<file path="src/rtl/audio_pkg.sv">
/*
 * Audio sample types, compressor mode encoding and compressor curve constants
 */
`default_nettype none

package audio_pkg;

	// Signed PCM sample as it leaves the mixer and compressor
	typedef logic signed [15:0] sample_t;

	// One extra bit of headroom for the unclamped sum
	typedef logic signed [16:0] wide_sample_t;

	// Speaker volume step, each step doubles the pulse height
	typedef logic [1:0] spk_vol_t;

	// Compressor curve select
	typedef enum logic [1:0] {
		COMP_OFF     = 2'd0,
		COMP_LIGHT   = 2'd1,
		COMP_HEAVY_A = 2'd2,
		COMP_HEAVY_B = 2'd3
	} comp_mode_t;

	// Speaker pulse bit position at the lowest volume
	localparam int SPK_BASE_SHIFT = 11;

	//////////////////////////////////////////////////////////////////////
	// Light curve, factor 4 above the knee and gain 2 below it
	localparam logic [15:0] COMP_F1 = 16'd4;
	localparam logic [15:0] COMP_A1 = 16'd2;
	localparam logic [15:0] COMP_X1 = 16'd14044;
	localparam logic [15:0] COMP_B1 = 16'd28088;

	//////////////////////////////////////////////////////////////////////
	// Heavy curve, factor 8 above the knee and gain 4 below it
	localparam logic [15:0] COMP_F2 = 16'd8;
	localparam logic [15:0] COMP_A2 = 16'd4;
	localparam logic [15:0] COMP_X2 = 16'd7399;
	localparam logic [15:0] COMP_B2 = 16'd29596;

endpackage

`default_nettype wire

</file>
<file path="src/rtl/clock_cfg_pkg.sv">
/*
 * Speed code type, PLL sequencer states, PLL register map and the
 * divider and clock-rate lookup tables
 */
`default_nettype none

package clock_cfg_pkg;

	// Bit 2 is overclock, bits 1:0 select the CPU speed
	typedef logic [2:0] speed_code_t;

	// Every write state is followed by a gap state
	typedef enum logic [3:0] {
		SEQ_IDLE,
		SEQ_WR_MODE,
		SEQ_GAP_MODE,
		SEQ_WR_CPU,
		SEQ_GAP_CPU,
		SEQ_WR_UART,
		SEQ_GAP_UART,
		SEQ_WR_START,
		SEQ_GAP_START
	} seq_state_t;

	//////////////////////////////////////////////////////////////////////
	// PLL reconfiguration register map
	localparam logic [5:0] PLL_REG_MODE  = 6'd0;
	localparam logic [5:0] PLL_REG_C_DIV = 6'd5;
	localparam logic [5:0] PLL_REG_START = 6'd2;

	// CPU output counter high/low settings per speed code
	localparam logic [17:0] CPU_DIV_TABLE [8] = '{
		18'h00505, 18'h01E1E, 18'h00F0F, 18'h00808,
		18'h20504, 18'h20504, 18'h20504, 18'h20504
	};

	// UART counter settings, slow class vs turbo class
	localparam logic [31:0] UART_DIV_LOW  = 32'h0004_F4F4;
	localparam logic [31:0] UART_DIV_HIGH = 32'h0004_0909;

	// Resulting CPU clock in Hz, all overclock codes run at 100 MHz
	localparam logic [27:0] CLK_RATE_TABLE [8] = '{
		28'd90000000, 28'd15000000, 28'd30000000, 28'd56250000,
		28'd100000000, 28'd100000000, 28'd100000000, 28'd100000000
	};

endpackage

`default_nettype wire

</file>
<file path="src/rtl/activity_led.sv">
/*
 * Retriggerable lamp timer for one activity request
 */
`timescale 1ns/1ps
`default_nettype none

module activity_led #(
	parameter int HOLD_CYCLES = 4500000
) (
	input  wire  clk_sys,
	input  wire  reset,
	input  wire  req,
	output logic lamp
);

	localparam int CNT_W = $clog2(HOLD_CYCLES + 1);

	logic [CNT_W-1:0] count;

	// A new request always restarts the full hold time
	always_ff @(posedge clk_sys) begin
		if (reset) begin
			count <= '0;
			lamp  <= 1'b0;
		end else begin
			lamp <= (count != '0);
			if (req) begin
				count <= CNT_W'(HOLD_CYCLES);
			end else if (count != '0) begin
				count <= count - 1'b1;
			end
		end
	end

endmodule

`default_nettype wire

</file>
<file path="src/rtl/audio_compressor.sv">
/*
 * Dynamic range compressor with two curves and a bypass, one register stage
 */
`timescale 1ns/1ps
`default_nettype none

module audio_compressor (
	input  wire                      clk_sys,
	input  wire                      reset,
	input  wire                      mix_valid,
	input  wire audio_pkg::sample_t     mix_l,
	input  wire audio_pkg::sample_t     mix_r,
	input  wire audio_pkg::comp_mode_t  comp_mode,
	output logic                     audio_valid,
	output audio_pkg::sample_t       audio_l,
	output audio_pkg::sample_t       audio_r
);

	import audio_pkg::*;

	// Curve works on the magnitude, the sign is put back at the end
	function automatic sample_t compress(sample_t s, comp_mode_t mode);
		logic [15:0] mag;
		logic [15:0] v_light;
		logic [15:0] v_heavy;
		logic [15:0] v;

		mag = s[15] ? 16'(-s) : 16'(s);

		// Gain below the knee, slope 1/F above it
		if (mag < COMP_X1) begin
			v_light = mag * COMP_A1;
		end else begin
			v_light = ((mag - COMP_X1) / COMP_F1) + COMP_B1;
		end

		if (mag < COMP_X2) begin
			v_heavy = mag * COMP_A2;
		end else begin
			v_heavy = ((mag - COMP_X2) / COMP_F2) + COMP_B2;
		end

		// Bypass keeps the magnitude, so the sign restore gives the input back
		case (mode)
			COMP_LIGHT:   v = v_light;
			COMP_HEAVY_A: v = v_heavy;
			COMP_HEAVY_B: v = v_heavy;
			default:      v = mag;
		endcase

		return s[15] ? sample_t'(-v) : sample_t'(v);
	endfunction

	//////////////////////////////////////////////////////////////////////
	// Output register, bypass goes through the same stage
	always_ff @(posedge clk_sys) begin
		if (reset) begin
			audio_valid <= 1'b0;
			audio_l     <= '0;
			audio_r     <= '0;
		end else begin
			audio_valid <= mix_valid;
			// Mode is taken as it stands when the mixed pair arrives
			if (mix_valid) begin
				audio_l <= compress(mix_l, comp_mode);
				audio_r <= compress(mix_r, comp_mode);
			end
		end
	end

endmodule

`default_nettype wire

</file>
<file path="src/rtl/emu_core.sv">
/*
 * Emulator glue top, audio output path, PLL reconfiguration and disk lamps
 */
`timescale 1ns/1ps
`default_nettype none

module emu_core #(
	parameter int LED_HOLD = 4500000
) (
	input  wire                          clk_sys,
	input  wire                          reset,

	// Audio sources, one strobe per sample pair
	input  wire                          sample_strobe,
	input  wire audio_pkg::sample_t         sb_l,
	input  wire audio_pkg::sample_t         sb_r,
	input  wire audio_pkg::sample_t         synth_l,
	input  wire audio_pkg::sample_t         synth_r,
	input  wire                          speaker,
	input  wire audio_pkg::spk_vol_t        spk_vol,
	input  wire                          synth_mute,
	input  wire audio_pkg::comp_mode_t      comp_mode,

	// Clock control
	input  wire clock_cfg_pkg::speed_code_t speed_code,
	input  wire                          uart_slow,
	input  wire                          pll_locked,
	input  wire                          cfg_waitrequest,

	input  wire [7:0]                    disk_req,

	output logic                         audio_valid,
	output audio_pkg::sample_t           audio_l,
	output audio_pkg::sample_t           audio_r,
	output logic                         cfg_write,
	output logic [5:0]                   cfg_address,
	output logic [31:0]                  cfg_data,
	output logic [27:0]                  clock_rate,
	output logic                         hdd_led,
	output logic                         fdd_led
);

	logic               mix_valid;
	audio_pkg::sample_t mix_l;
	audio_pkg::sample_t mix_r;
	logic               hdd_req;
	logic               fdd_req;

	////////////////////////////////////////////////////////////////////////
	// Audio
	sample_mixer mixer (
		.clk_sys       (clk_sys),
		.reset         (reset),
		.sample_strobe (sample_strobe),
		.sb_l          (sb_l),
		.sb_r          (sb_r),
		.synth_l       (synth_l),
		.synth_r       (synth_r),
		.speaker       (speaker),
		.spk_vol       (spk_vol),
		.synth_mute    (synth_mute),
		.mix_valid     (mix_valid),
		.mix_l         (mix_l),
		.mix_r         (mix_r)
	);

	audio_compressor compressor (
		.clk_sys     (clk_sys),
		.reset       (reset),
		.mix_valid   (mix_valid),
		.mix_l       (mix_l),
		.mix_r       (mix_r),
		.comp_mode   (comp_mode),
		.audio_valid (audio_valid),
		.audio_l     (audio_l),
		.audio_r     (audio_r)
	);

	////////////////////////////////////////////////////////////////////////
	// PLL
	pll_reconfig_seq pll_seq (
		.clk_sys         (clk_sys),
		.reset           (reset),
		.speed_code      (speed_code),
		.uart_slow       (uart_slow),
		.pll_locked      (pll_locked),
		.cfg_waitrequest (cfg_waitrequest),
		.cfg_write       (cfg_write),
		.cfg_address     (cfg_address),
		.cfg_data        (cfg_data),
		.clock_rate      (clock_rate)
	);

	////////////////////////////////////////////////////////////////////////
	// Disk lamps, IDE channels on 5:0 and floppies on 7:6
	assign hdd_req = |disk_req[5:0];
	assign fdd_req = |disk_req[7:6];

	activity_led #(.HOLD_CYCLES(LED_HOLD)) hdd_lamp (
		.clk_sys (clk_sys),
		.reset   (reset),
		.req     (hdd_req),
		.lamp    (hdd_led)
	);

	activity_led #(.HOLD_CYCLES(LED_HOLD)) fdd_lamp (
		.clk_sys (clk_sys),
		.reset   (reset),
		.req     (fdd_req),
		.lamp    (fdd_led)
	);

endmodule

`default_nettype wire

</file>
<file path="src/rtl/pll_reconfig_seq.sv">
/*
 * PLL reconfiguration sequencer with wait-request handshake,
 * plus the current CPU clock rate register
 */
`timescale 1ns/1ps
`default_nettype none

module pll_reconfig_seq (
	input  wire                         clk_sys,
	input  wire                         reset,
	input  wire clock_cfg_pkg::speed_code_t speed_code,
	input  wire                         uart_slow,
	input  wire                         pll_locked,
	input  wire                         cfg_waitrequest,
	output logic                        cfg_write,
	output logic [5:0]                  cfg_address,
	output logic [31:0]                 cfg_data,
	output logic [27:0]                 clock_rate
);

	import clock_cfg_pkg::*;

	seq_state_t  state;
	speed_code_t last_speed;
	logic        last_uart;
	logic        release_pend;
	logic        start_req;

	// Any change since the last idle sample, or a fresh reset release
	assign start_req = (speed_code != last_speed) || (uart_slow != last_uart) || release_pend;

	//////////////////////////////////////////////////////////////////////
	// Sequencer, frozen entirely while the config port stalls
	always_ff @(posedge clk_sys) begin
		if (reset) begin
			state        <= SEQ_IDLE;
			cfg_write    <= 1'b0;
			last_speed   <= '0;
			last_uart    <= 1'b0;
			release_pend <= 1'b1;
		end else if (!cfg_waitrequest) begin
			cfg_write <= 1'b0;
			if (pll_locked) begin
				case (state)
					SEQ_IDLE: begin
						last_speed <= speed_code;
						last_uart  <= uart_slow;
						if (start_req) begin
							release_pend <= 1'b0;
							state        <= SEQ_WR_MODE;
						end
					end
					SEQ_WR_MODE: begin
						cfg_address <= PLL_REG_MODE;
						cfg_data    <= '0;
						cfg_write   <= 1'b1;
						state       <= SEQ_GAP_MODE;
					end
					SEQ_GAP_MODE:  state <= SEQ_WR_CPU;
					SEQ_WR_CPU: begin
						cfg_address <= PLL_REG_C_DIV;
						cfg_data    <= {14'd0, CPU_DIV_TABLE[last_speed]};
						cfg_write   <= 1'b1;
						state       <= SEQ_GAP_CPU;
					end
					SEQ_GAP_CPU:   state <= SEQ_WR_UART;
					SEQ_WR_UART: begin
						cfg_address <= PLL_REG_C_DIV;
						cfg_data    <= last_uart ? UART_DIV_LOW : UART_DIV_HIGH;
						cfg_write   <= 1'b1;
						state       <= SEQ_GAP_UART;
					end
					SEQ_GAP_UART:  state <= SEQ_WR_START;
					SEQ_WR_START: begin
						cfg_address <= PLL_REG_START;
						cfg_data    <= '0;
						cfg_write   <= 1'b1;
						state       <= SEQ_GAP_START;
					end
					SEQ_GAP_START: state <= SEQ_IDLE;
					default:       state <= SEQ_IDLE;
				endcase
			end
		end
	end

	// Rate seen by the core, tracks the request directly
	always_ff @(posedge clk_sys) begin
		clock_rate <= CLK_RATE_TABLE[speed_code];
	end

endmodule

`default_nettype wire

</file>
<file path="src/rtl/sample_mixer.sv">
/*
 * Two-stage audio mixer, sums sound card, speaker and synth, then clamps
 */
`timescale 1ns/1ps
`default_nettype none

module sample_mixer (
	input  wire                   clk_sys,
	input  wire                   reset,
	input  wire                   sample_strobe,
	input  wire audio_pkg::sample_t  sb_l,
	input  wire audio_pkg::sample_t  sb_r,
	input  wire audio_pkg::sample_t  synth_l,
	input  wire audio_pkg::sample_t  synth_r,
	input  wire                   speaker,
	input  wire audio_pkg::spk_vol_t spk_vol,
	input  wire                   synth_mute,
	output logic                  mix_valid,
	output audio_pkg::sample_t    mix_l,
	output audio_pkg::sample_t    mix_r
);

	import audio_pkg::*;

	wide_sample_t spk_term;
	wide_sample_t synth_term_l;
	wide_sample_t synth_term_r;
	wide_sample_t sum_l;
	wide_sample_t sum_r;
	logic         sum_valid;

	// Saturate when bits 16 and 15 disagree
	function automatic sample_t clamp_sum(wide_sample_t s);
		if (s[16] != s[15]) begin
			return {s[16], {15{~s[16]}}};
		end
		return s[15:0];
	endfunction

	// Speaker pulse moves up one bit per volume step
	assign spk_term = wide_sample_t'({16'd0, speaker} << (SPK_BASE_SHIFT + int'(spk_vol)));

	assign synth_term_l = synth_mute ? '0 : {synth_l[15], synth_l};
	assign synth_term_r = synth_mute ? '0 : {synth_r[15], synth_r};

	//////////////////////////////////////////////////////////////////////
	// Stage 1, raw sums
	always_ff @(posedge clk_sys) begin
		if (reset) begin
			sum_valid <= 1'b0;
		end else begin
			sum_valid <= sample_strobe;
		end
		if (sample_strobe) begin
			sum_l <= {sb_l[15], sb_l} + spk_term + synth_term_l;
			sum_r <= {sb_r[15], sb_r} + spk_term + synth_term_r;
		end
	end

	//////////////////////////////////////////////////////////////////////
	// Stage 2, clamp to 16 bits
	always_ff @(posedge clk_sys) begin
		if (reset) begin
			mix_valid <= 1'b0;
		end else begin
			mix_valid <= sum_valid;
		end
		if (sum_valid) begin
			mix_l <= clamp_sum(sum_l);
			mix_r <= clamp_sum(sum_r);
		end
	end

endmodule

`default_nettype wire

</file>
<file path="config.mk">
export PLATFORM = sky130hd
export DESIGN_NAME = emu_core
export DESIGN_NICKNAME = d
export VERILOG_FILES = /design/src/rtl/audio_pkg.sv /design/src/rtl/clock_cfg_pkg.sv /design/src/rtl/activity_led.sv /design/src/rtl/audio_compressor.sv /design/src/rtl/emu_core.sv /design/src/rtl/pll_reconfig_seq.sv /design/src/rtl/sample_mixer.sv
export SDC_FILE = /design/constraint.sdc
export NUM_CORES = 1
export LEC_CHECK = 0
export ABC_AREA = 1
export CORE_ASPECT_RATIO = 0.5
export CORE_MARGIN = 8
export CORE_UTILIZATION = 60
export DETAILED_ROUTE_END_ITERATION = 8
export DONT_BUFFER_PORTS = 1
export PLACE_DENSITY = 0.88
export SYNTH_ARGS = -nofsm -noshare
export SYNTH_HDL_FRONTEND = slang
export SYNTH_SLANG_ARGS = --single-unit
</file>
<file path="constraint.sdc">
create_clock -name clk_sys -period 7.5 [get_ports clk_sys]
set_clock_uncertainty 0.05 [all_clocks]
set_input_delay 1.5 -clock clk_sys [delete_from_list [all_inputs] [get_ports clk_sys]]
set_output_delay 1.5 -clock clk_sys [all_outputs]
set_load 0.01 [all_outputs]
</file>
==> run metrics <==
detailed-routing iteration count for the pre-antenna-repair pass=8; Clk Tree Root Cell=sky130_fd_sc_hd__clkbuf_16; most frequent cells in the layout=sky130_fd_sc_hd__nand2_1, sky130_fd_sc_hd__inv_1, sky130_fd_sc_hd__nor2_1; Die Area=29900 µm²; Cell Pwr Density=250 nW/µm²; Critical Setup Path Class=register to register; routability congestion estimate=0.931; count of warnings emitted by yosys=0; number of antenna repair diodes=0; fraction of final layout cells with drive strength greater than 1=between 8 and 9%; average vias per placed instance=5.59; clock network fraction of total power=22.8%; number of resized instances in the post-cts repair step=0; unrepaired setup endpoints after global routing=false; WL per Instance=14.9 µm; placed wire-length estimate after detailed placement=27800 µm; vias in the first global route=12400; worst-path maximum fanout=34; fin crit share=65.1%; Cells after Synth=2132; number of endpoints with negative hold slack in the final report=0; nature of the critical path endpoint=register; outcome=completed; async set-or-reset flop fraction in the synthesized netlist=0%; number of H-tree branching levels=4; fraction of power spent switching nets=43.5%; number of endpoints failing setup at the final stage=0; synthesized flop and latch total=182; total via count after detailed routing=13500; distinct cell type count after synthesis=between 50 and 60; CTS buffer count=17; post-route antenna net violation count=0; post-synthesis area per instance=6.86 µm²; path type of the worst min-delay path=register to register; count of maximum capacitance violations=0; part of the total power dissipated in sequential elements=33.3%; grt ovf=0; setup bufs post-CTS=0; switching power total=between 1.5 and 2 mW; Tmin final=just under 5 ns; Die Width=237 µm; critical path data arrival time=about 5.2 ns; post-route standard cell area excluding fillers=15100 µm²; hold_buf cts=0; drt first-iter violations=1322; cell type with the highest occurrence count on the critical path=sky130_fd_sc_hd__nand2_1; setup TNS=0 ns; initial antenna violation count=0; number of cell rows=40; cell with the largest stage delay on the worst path=sky130_fd_sc_hd__edfxtp_1; number of primary I/O pins=189; clock sinks=between 150 and 200; worst endpoint required time=7.81 ns; Slew HR=19.1%; maximum root-to-sink buffer count=2; logic gate share of total power=44.0%; CP startpoint kind=register; Layout fillers=2039; crit-path max cell delay=roughly 1.2 ns; CTS tree=done; area growth from synthesis to layout=3.21%; fin. max-slew vios=0; vertical die dimension=126 µm; utilization after layout=62.9%; clock transition at the registers of the reported paths=about 0.07 ns; Layout Nets=2259; Initial Util=between 60 and 70%; Routed Wire Length=between 30000 and 40000 µm; Leakage Power=7.63 nW; transition time of the tightest slew-check pin=1.21 ns; wire length of the first global-routing pass=59600 µm; DRC violation count after routing=0; maximum number of pins on one net before global-route repair=62; sequential area share after synthesis=30.2%; post-synthesis cell area=14600 µm²; number of enable-type register cells in the synthesized netlist=77; number of buffer cells added on primary ports=0; top_reg_cell synth=sky130_fd_sc_hd__dfxtp_1; overall track demand over capacity in global routing=between 20% and 30%; cell area after placement=14500 µm²; highest achievable clock rate=between 0.2 and 0.25 GHz; Worst-Skew Late Latency=between 0.4 and 0.5 ns; worst IR drop on VDD=about 0.00020 V; Power, Total=3.77 mW; cell-internal power=2.13 mW; commonest non-fill, non-tap cell in the layout=sky130_fd_sc_hd__nand2_1; Floorplan Core Area=about 24000 µm²
==> power by group through the flow <==
stage / Sequential [mW] / Combinational (mW) / Clock (mW)
final: 1.25 / 1.66 / 0.858
after CTS: 1.25 / 1.63 / 0.869
after global routing: 1.26 / 1.88 / 0.910
after detailed placement: 1.27 / 1.62 / 0
after global placement: 1.27 / 1.58 / 0
after floorplan: 1.23 / 1.36 / 0
==> cell type report <==
class | instances | area [µm²] | share of cell area, %
Inverter | 268 | 1010 | 6.72
Tap cell | 315 | 394 | 2.61
Clock inverter | 15 | 138 | 0.912
Timing Repair Buffer | 6 | 45.0 | 0.299
Clock buffer | 17 | 425 | 2.82
Multi-Input combinational cell | 1608 | 8660 | 57.4
Sequential cell | 182 | 4420 | 29.3
==> routing by layer <==
| layer | wire, µm | GRT usage (%) |
|---|---|---|
| met4 | 895 | 9.51 |
| met3 | 2960 | 5.71 |
| met2 | 17000 | 40.4 |
| met1 | 15100 | 28.9 |
| met5 | 0 | 0 |
==> cells by family (layout without fill, tap and decap cells) <==
kind of cell	count (synthesis)	in the layout	synth area share, %
AND/OR/NAND/NOR	1167	1167	35.8
buffers and inverters	366	306	11.2
AO/OA/AOI/OAI	256	256	9.82
flip-flops	182	182	30.2
adder cells (fa/ha/maj)	89	89	8.54
XOR/XNOR	70	70	4.35
other	2	26	0.0514
==> state kept, by name (all words and copies together) (netlist names), 16 cells and up <==
| name | flops |
|---|---|
| compressor.audio_l | 16 |
| compressor.audio_r | 16 |
| fdd_lamp.count | 23 |
| hdd_lamp.count | 23 |
| mixer.mix_l | 16 |
| mixer.mix_r | 16 |
| mixer.sum_l | 17 |
| mixer.sum_r | 17 |
==> stage by stage <==
step	instances	hold WS (ns)	setup slack [ns]
after floorplan	2156	0.369	3.08
after global placement	2379	0.380	2.95
after detailed placement	2379	0.388	2.80
after CTS	2411	0.418	2.79
after global routing	2411	0.431	2.12
final	2411	0.414	2.62
==> cell usage after synthesis (3+ instances only) <==
master	count	share of area, %
sky130_fd_sc_hd__a21o_1	4	0.21
sky130_fd_sc_hd__a21oi_1	101	3.5
sky130_fd_sc_hd__a31oi_1	11	0.47
sky130_fd_sc_hd__buf_2	10	0.34
sky130_fd_sc_hd__buf_4	48	2.5
sky130_fd_sc_hd__buf_6	7	0.54
sky130_fd_sc_hd__clkbuf_1	31	0.80
sky130_fd_sc_hd__dfxtp_1	105	14
sky130_fd_sc_hd__edfxtp_1	77	16
sky130_fd_sc_hd__fa_1	18	2.5
sky130_fd_sc_hd__ha_1	71	6.1
sky130_fd_sc_hd__inv_1	246	6.3
sky130_fd_sc_hd__inv_2	18	0.46
sky130_fd_sc_hd__inv_4	3	0.13
sky130_fd_sc_hd__nand2_1	573	15
sky130_fd_sc_hd__nand2_2	41	1.8
sky130_fd_sc_hd__nand2_4	8	0.62
sky130_fd_sc_hd__nand3_1	184	6.3
sky130_fd_sc_hd__nand3_2	21	1.4
sky130_fd_sc_hd__nand3b_1	10	0.51
sky130_fd_sc_hd__nand4_1	20	0.86
sky130_fd_sc_hd__nor2_1	240	6.2
sky130_fd_sc_hd__nor2_2	11	0.47
sky130_fd_sc_hd__nor2_4	10	0.77
sky130_fd_sc_hd__nor3_1	21	0.72
sky130_fd_sc_hd__nor4_1	4	0.17
sky130_fd_sc_hd__o211ai_1	9	0.46
sky130_fd_sc_hd__o21a_1	6	0.31
sky130_fd_sc_hd__o21ai_0	84	2.9
sky130_fd_sc_hd__o21ai_1	17	0.58
sky130_fd_sc_hd__o21ai_2	3	0.18
sky130_fd_sc_hd__o21bai_1	4	0.21
sky130_fd_sc_hd__o221ai_1	3	0.18
sky130_fd_sc_hd__or2_2	16	0.68
sky130_fd_sc_hd__xnor2_1	23	1.4
sky130_fd_sc_hd__xor2_1	44	2.6
sky130_fd_sc_hd__xor2_2	3	0.33
==> worst paths after layout <==
path | cells after the start | slack (ns) | to | from
max | 29 | 2.62 | compressor.audio_r[14] | mixer.mix_r[15]
min | 2 | 0.41 | pll_seq.release_pend | pll_seq.release_pend
max reg2reg | 29 | 2.62 | compressor.audio_r[14] | mixer.mix_r[15]
min reg2reg | 2 | 0.41 | pll_seq.release_pend | pll_seq.release_pend
==> worst max-delay path, delay by kind of cell, from the launching register on <==
| kind | cells | cell delay, ns |
|---|---|---|
| AND/OR/NAND/NOR | 21 | 2.72 |
| AO/OA/AOI/OAI | 1 | 0.13 |
| adder cells (fa/ha/maj) | 2 | 0.35 |
| flip-flops | 1 | 1.16 |
| buffers and inverters | 5 | 0.39 |
No activity file was read; power rests on OpenSTA's default activity.
